<file path="config.mk">
export PLATFORM = sky130hd
export DESIGN_NAME = matvec3
export DESIGN_NICKNAME = d
export VERILOG_FILES = /design/src/hdl/matvec_pkg.sv /design/src/hdl/coef_memory.sv /design/src/hdl/load_sequencer.sv /design/src/hdl/row_sequencer.sv /design/src/hdl/mac_unit.sv /design/src/hdl/matvec3.sv
export SDC_FILE = /design/constraint.sdc
export NUM_CORES = 1
export LEC_CHECK = 0
export ABC_AREA = 0
export BUFFER_PORTS_ARGS = -buffer_cell sky130_fd_sc_hd__buf_2
export CAP_MARGIN = 20
export CELL_PAD_IN_SITES_DETAIL_PLACEMENT = 1
export CELL_PAD_IN_SITES_GLOBAL_PLACEMENT = 1
export CORE_MARGIN = 2
export CORE_UTILIZATION = 45
export CTS_CLUSTER_DIAMETER = 60
export DETAILED_ROUTE_END_ITERATION = 8
export PLACE_DENSITY_LB_ADDON = 0.08
export SLEW_MARGIN = 5
export SYNTH_ARGS = -nofsm -noshare
export SYNTH_HDL_FRONTEND = slang
export SYNTH_SLANG_ARGS = --single-unit
</file>
<file path="constraint.sdc">
create_clock -name clk -period 10.1 [get_ports clk]
set_input_delay 2.02 -clock clk [delete_from_list [all_inputs] [get_ports clk]]
set_output_delay 2.02 -clock clk [all_outputs]
set_load 0.02 [all_outputs]
</file>
<file path="src/hdl/matvec_pkg.sv">
`default_nettype none

package matvec_pkg;

    // matrix dimension, also the vector length
    localparam int vec_len = 3;

    // row-major matrix words loaded ahead of the vector
    localparam int mat_words = 9;

    // data widths
    localparam int sample_width = 14;
    localparam int result_width = 28;

    // address widths of the two coefficient memories
    localparam int w_addr_width = 4;
    localparam int x_addr_width = 2;

    typedef logic signed [sample_width-1:0] sample_t;
    typedef logic signed [result_width-1:0] result_t;
    typedef logic [w_addr_width-1:0] w_addr_t;
    typedef logic [x_addr_width-1:0] x_addr_t;

    // one write port of a coefficient memory
    // vector memory only decodes the low address bits
    typedef struct packed {
        logic    en;
        w_addr_t addr;
        sample_t data;
    } coef_wr_t;

    // per-cycle controls of the multiply-accumulate
    typedef struct packed {
        logic en_product;
        logic en_acc;
        logic clear_acc;
    } mac_ctrl_t;

endpackage

`default_nettype wire

</file>
<file path="src/hdl/coef_memory.sv">
`timescale 1ns/1ps
`default_nettype none

module coef_memory
    import matvec_pkg::*;
#(
    parameter int depth = 9
) (
    input  logic     clk,
    input  coef_wr_t wr,
    input  w_addr_t  rd_addr,
    output sample_t  rd_data
);

    // coefficient storage, no reset on the array
    sample_t mem [depth];

    // write port
    // only enough low address bits to cover depth are decoded
    always_ff @(posedge clk) begin
        if (wr.en) begin
            mem[wr.addr[$clog2(depth)-1:0]] <= wr.data;
        end
    end

    // read port, one cycle latency
    // data follows rd_addr every cycle, no read enable
    always_ff @(posedge clk) begin
        rd_data <= mem[rd_addr[$clog2(depth)-1:0]];
    end

    // load sequencer must keep writes inside the array
    // matters most for the short vector instance
    wr_addr_in_range: assert property (
        @(posedge clk) wr.en |-> (int'(wr.addr) < depth)
    ) else $error("coef_memory write address %0d beyond depth %0d", wr.addr, depth);

endmodule

`default_nettype wire

</file>
<file path="src/hdl/load_sequencer.sv">
`timescale 1ns/1ps
`default_nettype none

module load_sequencer
    import matvec_pkg::*;
(
    input  logic     clk,
    input  logic     reset,
    input  logic     input_valid,
    input  sample_t  input_data,
    input  logic     rows_done,
    output logic     input_ready,
    output coef_wr_t w_wr,
    output coef_wr_t x_wr,
    output logic     load_done
);

    // high while the port takes matrix and vector words
    logic    loading;

    // index of the next word from 0 to 11
    w_addr_t word_cnt;

    logic    accept;
    logic    last_word;
    logic    to_matrix;

    assign input_ready = loading;

    // handshake on this edge
    assign accept = input_valid && loading;

    // twelfth word closes the load
    assign last_word = (word_cnt == w_addr_t'(mat_words + vec_len - 1));

    // first nine words are the row-major matrix
    assign to_matrix = (word_cnt < w_addr_t'(mat_words));

    // steer the accepted word onto the write ports
    // written on the same edge that accepts it
    always_comb begin
        w_wr.en   = accept && to_matrix;
        w_wr.addr = word_cnt;
        w_wr.data = input_data;
        // vector index is the word position past the matrix
        x_wr.en   = accept && !to_matrix;
        x_wr.addr = word_cnt - w_addr_t'(mat_words);
        x_wr.data = input_data;
    end

    always_ff @(posedge clk) begin
        if (reset) begin
            loading   <= 1'b1;
            word_cnt  <= '0;
            load_done <= 1'b0;
        end else begin
            // single-cycle pulse
            load_done <= 1'b0;
            if (accept) begin
                if (last_word) begin
                    // hand over to the row sequencer
                    loading   <= 1'b0;
                    word_cnt  <= '0;
                    load_done <= 1'b1;
                end else begin
                    word_cnt <= word_cnt + 1'b1;
                end
            end else if (rows_done) begin
                // all three results taken so the port reopens
                loading <= 1'b1;
            end
        end
    end

    // rows only finish after a complete load
    rows_done_after_load: assert property (
        @(posedge clk) disable iff (reset)
        rows_done |-> !input_ready
    ) else $error("rows_done arrived while the load port was open");

endmodule

`default_nettype wire

</file>
<file path="src/hdl/row_sequencer.sv">
`timescale 1ns/1ps
`default_nettype none

module row_sequencer
    import matvec_pkg::*;
(
    input  logic      clk,
    input  logic      reset,
    input  logic      load_done,
    input  logic      output_ready,
    output w_addr_t   w_rd_addr,
    output x_addr_t   x_rd_addr,
    output mac_ctrl_t mac_ctrl,
    output logic      output_valid,
    output logic      rows_done
);

    // tag that follows one term down the pipe
    typedef struct packed {
        logic valid;
        logic first;
        logic last;
    } term_tag_t;

    // current row and column of the issue side
    logic [1:0] row;
    x_addr_t    col;

    // addresses of the current row are going out
    logic       issuing;

    logic       last_col;
    logic       last_row;
    logic       transfer;

    // term tags: issue cycle, memory data stage, product stage
    term_tag_t  issue_tag;
    term_tag_t  rd_tag;
    term_tag_t  prod_tag;

    // last term of the row has just been accumulated
    logic       acc_last;

    assign last_col = (col == x_addr_t'(vec_len - 1));
    assign last_row = (row == 2'(vec_len - 1));
    assign transfer = output_valid && output_ready;

    // matrix index is row*3 + col, vector index is col
    assign w_rd_addr = w_addr_t'(row) * w_addr_t'(vec_len) + w_addr_t'(col);
    assign x_rd_addr = col;

    always_comb begin
        issue_tag.valid = issuing;
        issue_tag.first = issuing && (col == '0);
        issue_tag.last  = issuing && last_col;
    end

    // memory data is valid one cycle behind the address
    // product one more, accumulate one more
    // first term of a row replaces the old sum
    always_comb begin
        mac_ctrl.en_product = rd_tag.valid;
        mac_ctrl.en_acc     = prod_tag.valid;
        mac_ctrl.clear_acc  = prod_tag.valid && prod_tag.first;
    end

    always_ff @(posedge clk) begin
        if (reset) begin
            row          <= '0;
            col          <= '0;
            issuing      <= 1'b0;
            rd_tag       <= '0;
            prod_tag     <= '0;
            acc_last     <= 1'b0;
            output_valid <= 1'b0;
            rows_done    <= 1'b0;
        end else begin
            rd_tag    <= issue_tag;
            prod_tag  <= rd_tag;
            acc_last  <= prod_tag.valid && prod_tag.last;
            rows_done <= 1'b0;

            // three column addresses on consecutive cycles
            if (issuing) begin
                if (last_col) begin
                    issuing <= 1'b0;
                    col     <= '0;
                end else begin
                    col <= col + 1'b1;
                end
            end

            // fresh matrix and vector, start at row 0
            if (load_done) begin
                issuing <= 1'b1;
            end

            // issue waits here for the result to be taken,
            // so back-pressure freezes the whole pipe
            if (transfer) begin
                output_valid <= 1'b0;
                if (last_row) begin
                    row       <= '0;
                    rows_done <= 1'b1;
                end else begin
                    row     <= row + 1'b1;
                    issuing <= 1'b1;
                end
            end else if (acc_last) begin
                output_valid <= 1'b1;
            end
        end
    end

    // result held until the consumer takes it
    valid_held: assert property (
        @(posedge clk) disable iff (reset)
        output_valid && !output_ready |=> output_valid
    ) else $error("output_valid dropped before output_ready");

    // pending result: no new addresses, accumulator frozen
    idle_while_pending: assert property (
        @(posedge clk) disable iff (reset)
        output_valid |-> !issuing && !mac_ctrl.en_acc
    ) else $error("address issued while a result is pending");

endmodule

`default_nettype wire

</file>
<file path="src/hdl/mac_unit.sv">
`timescale 1ns/1ps
`default_nettype none

module mac_unit
    import matvec_pkg::*;
(
    input  logic      clk,
    input  logic      reset,
    input  mac_ctrl_t mac_ctrl,
    input  sample_t   w_data,
    input  sample_t   x_data,
    output result_t   acc_value
);

    // product pipeline register
    result_t product;

    // running sum of the current row
    result_t acc;

    assign acc_value = acc;

    // full 28-bit signed product, max neg squared still fits
    always_ff @(posedge clk) begin
        if (mac_ctrl.en_product) begin
            product <= w_data * x_data;
        end
    end

    // sum wraps modulo 2^28
    // clear with add starts a new row from the product alone
    always_ff @(posedge clk) begin
        if (reset) begin
            acc <= '0;
        end else begin
            case ({mac_ctrl.clear_acc, mac_ctrl.en_acc})
                2'b11: begin
                    acc <= product;
                end
                2'b10: begin
                    acc <= '0;
                end
                2'b01: begin
                    acc <= acc + product;
                end
                default: begin
                    // hold, also while the result waits
                    acc <= acc;
                end
            endcase
        end
    end

endmodule

`default_nettype wire

</file>
<file path="src/hdl/matvec3.sv">
`timescale 1ns/1ps
`default_nettype none

module matvec3
    import matvec_pkg::*;
(
    input  logic    clk,
    input  logic    reset,
    input  logic    input_valid,
    output logic    input_ready,
    input  sample_t input_data,
    output logic    output_valid,
    input  logic    output_ready,
    output result_t output_data
);

    // memory write ports from the loader
    coef_wr_t  w_wr;
    coef_wr_t  x_wr;

    // handover between the two sequencers
    logic      load_done;
    logic      rows_done;

    // read side
    w_addr_t   w_rd_addr;
    x_addr_t   x_rd_addr;
    sample_t   w_data;
    sample_t   x_data;

    mac_ctrl_t mac_ctrl;

    load_sequencer load_seq_i (
        .clk         (clk),
        .reset       (reset),
        .input_valid (input_valid),
        .input_data  (input_data),
        .rows_done   (rows_done),
        .input_ready (input_ready),
        .w_wr        (w_wr),
        .x_wr        (x_wr),
        .load_done   (load_done)
    );

    row_sequencer row_seq_i (
        .clk          (clk),
        .reset        (reset),
        .load_done    (load_done),
        .output_ready (output_ready),
        .w_rd_addr    (w_rd_addr),
        .x_rd_addr    (x_rd_addr),
        .mac_ctrl     (mac_ctrl),
        .output_valid (output_valid),
        .rows_done    (rows_done)
    );

    // 3x3 matrix, row-major
    coef_memory #(.depth(mat_words)) matrix_mem (
        .clk     (clk),
        .wr      (w_wr),
        .rd_addr (w_rd_addr),
        .rd_data (w_data)
    );

    // vector, zero-extended read address
    coef_memory #(.depth(vec_len)) vector_mem (
        .clk     (clk),
        .wr      (x_wr),
        .rd_addr (w_addr_t'(x_rd_addr)),
        .rd_data (x_data)
    );

    mac_unit mac_i (
        .clk       (clk),
        .reset     (reset),
        .mac_ctrl  (mac_ctrl),
        .w_data    (w_data),
        .x_data    (x_data),
        .acc_value (output_data)
    );

endmodule

`default_nettype wire

</file>
==> impl_metrics.csv <==
group,metric,value,unit
status,outcome,"complete, no violations",
synth,async_reset_ff_share,0,%
setup_path,end_kind,"flop",
global_route,grt_pass1_vias,12800,
timing,slew_viol_final,0,
die,row_count,74,
clock_network,cts.clk_slew.worst_paths,0.06,ns
clock_network,cts_buffers,36,
routing,firstDrtPassIters,4,
setup_path,worstSetupPathType,"flop to flop",
timing,period_needed,6.30,ns
routing,wl_per_cell,18.3,um
finish,area_growth,10.4,%
routing,ant_nets,0,
setup_path,slowest_delay,0.58,ns
finish,fill_cells,4318,
synth,synth-edff-count,196,
placed_design,globalplace.congestion,0.848,
routing,via_per_inst,5.17,
die,fp.dieH,208,um
power_and_ir_drop,vdd_drop_max,0.171,mV
synth,synthCells,1633,
synth,netlist-cell-type-count,65,
timing,fin_skew,0.0392,ns
die,dieArea,43400,sq um
timing,setup_violations,0,
timing,slew_headroom,35.1,%
setup_path,crit_slowest_cell,"fa_1",
power_and_ir_drop,p_leak,0.00852,uW
setup_path,cp_max_fo,12,
finish,mostFrequentLayoutCell,"inv_1",
synth,yosysWarnings,0,
synth,syn_nets,1955,
setup_path,required,10.38,ns
timing,tns,0,ns
clock_network,clock_path_buffers,3,
timing,rsz0062_at_grt,"no",
finish,instances_no_fill,2225,
die,core,41000,sq um
global_route,grt_overflow,0,
setup_path,cpLargestDelayFamily,"adder cells",
clock_network,clock_latency,0.57,ns
synth,synth_area_per_cell,11.5,sq um
setup_path,worst-path-buf-inv,4,
clock_network,htreeDepth,2,
synth,synth.ff_latch_count,272,
synth,synth_area,18800,sq um
clock_network,cts_tree,"done",
global_route,antenna_found_initial,0,
global_route,grt_max_degree,60,
routing,wirelength,40800,um
power_and_ir_drop,pwr_density_cell,266,nW/um^2
clock_network,cts_sinks,272,
synth,ys.flop_type,"edfxtp_1",
setup_path,path_cells,"inv_1 > fa_1 > fa_1 > inv_1 > fa_1 > fa_1 > fa_1 > inv_1 > fa_1 > inv_1 > ha_1 > and3_1 > nand2_1 > nor2_1 > a2111oi_4 > o21ai_2 > a31oi_2 > o21ai_2 > nor4_1 > nor3_1",
die,die_width,208,um
synth,seq_area_frac_synth,39.4,%
placed_design,dpl.cell_count,2158,
finish,diodes,0,
timing,fin_crit_sh,62.4,%
run,maxCapViolCount,0,
finish,layout.nets,1988,
global_route,grt_pass1_wl,68400,um
worst_hold_path,hold_path_class,"flop to flop",
placed_design,io_buffers,47,
setup_path,timing.critical_path.mode_cell,"fa_1",
routing,drt_iter0_drc,564,
routing,drc,0,
clock_network,cts_resized,0,
clock_network,post-cts-setup-buffer-count,0,
placed_design,hpwl,31600,um
clock_network,root_buffer,"clkbuf_16",
setup_path,reg2reg_slack,3.80,ns
routing,via_count,11500,
die,io_pins,48,
clock_network,hold_buffers,0,
finish,drive_above_1_share,9.75,%
finish,final_cell_mix,"236 x inv_1, 198 x fa_1, 196 x edfxtp_1",
timing,worst_pin_slew,0.973,ns
die,start_util,45.8,%
setup_path,start_kind,"flop",
timing,clock.fmax,0.159,GHz
setup_path,worstPathArrival,6.59,ns
timing,hold_viol_final,0,
global_route,grtUsageTotal,19.8,%
## worst min-delay path, delay by kind of cell, from the launching register on
family          cells  cell delay, ns
flops               1            0.31
compound gates      1            0.05
simple gates        1            0.04
## flip-flops by register name (all words and copies together), names as in the netlist
register	flops
matrix_mem.mem	126
vector_mem.mem	42
mac_i.acc_value	28
mac_i.product	28
matrix_mem.rd_data	14
vector_mem.rd_data	14
load_seq_i.word_cnt	4
row_seq_i.mac_ctrl	2
row_seq_i.prod_tag	2
row_seq_i.rd_tag	2
row_seq_i.row	2
row_seq_i.x_rd_addr	2
load_seq_i.input_ready	1
load_seq_i.load_done	1
row_seq_i.acc_last	1
row_seq_i.issuing	1
row_seq_i.output_valid	1
row_seq_i.rows_done	1
## cell families (layout without fill, tap and decap cells)
logic type / count (synthesis) / after routing / synth area share, %
simple gates: 432 / 432 / 11.3
fa+ha+maj: 304 / 304 / 28.1
buf+inv: 298 / 358 / 5.99
flops: 272 / 272 / 39.4
compound gates: 207 / 207 / 7.17
mux: 71 / 71 / 5.65
xor+xnor: 49 / 49 / 2.28
## power breakdown
group	internal (uW)	switching, uW	leakage [uW]
clock network	740	516	0.000565
registers	1370	22.7	0.00240
logic	1250	1630	0.00556
total	3360	2170	0.00852
## per-layer routing
metal  part of all wire (%)  global-route usage [%]  up-vias
met3                    3.4                    3.17       56
met2                     50                    34.4      135
li1                       -                       -     5487
met4                    2.1                    5.51        0
met5                      0                       0        -
met1                     45                    25.7     5830
## metrics by stage
step / util, % / hold slack [ns] / setup WS, ns / power (uW) / cell area, sq um
final: 50.6 / 0.439 / 3.80 / 5530 / 20800
after global routing: 50.6 / 0.456 / 3.43 / 6090 / 20800
after detailed placement: 47.6 / 0.435 / 3.75 / 4330 / 19500
after CTS: 50.5 / 0.445 / 3.74 / 5610 / 20700
after global placement: 47.6 / 0.424 / 3.86 / 4240 / 19500
after floorplan: - / 0.414 / 4.26 / 3710 / 18800
## synthesized netlist by cell type (38+ instances only)
cell type | n | area share [%]
xnor2_1 | 38 | 1.8
clkbuf_1 | 49 | 0.98
dfxtp_1 | 76 | 8.1
a21oi_1 | 49 | 1.3
nand2_1 | 152 | 3.0
o21ai_0 | 61 | 1.6
and2_1 | 120 | 4.0
ha_1 | 106 | 7.1
fa_1 | 198 | 21
nor2_1 | 80 | 1.6
inv_1 | 236 | 4.7
mux2i_1 | 42 | 2.2
edfxtp_1 | 196 | 31
## final cells by class
type	instances	area, sq um	share of cell area, %
multi-input combinational	1063	10300	49.5
sequential	272	7410	35.7
clock buffer	46	958	4.62
inverter	236	886	4.27
tap	532	666	3.21
timing repair buffer	57	343	1.65
clock inverter	19	225	1.09
## final timing paths
check             cells after the start                     to                   start
hold reg to reg                       2  vector_mem.rd_data[2]    vector_mem.mem[2][2]
setup reg to reg                     20      mac_i.product[27]  vector_mem.rd_data[13]
hold / removal                        2  vector_mem.rd_data[2]    vector_mem.mem[2][2]
setup / recovery                     20      mac_i.product[27]  vector_mem.rd_data[13]
No activity file was read; power rests on OpenSTA's default activity.
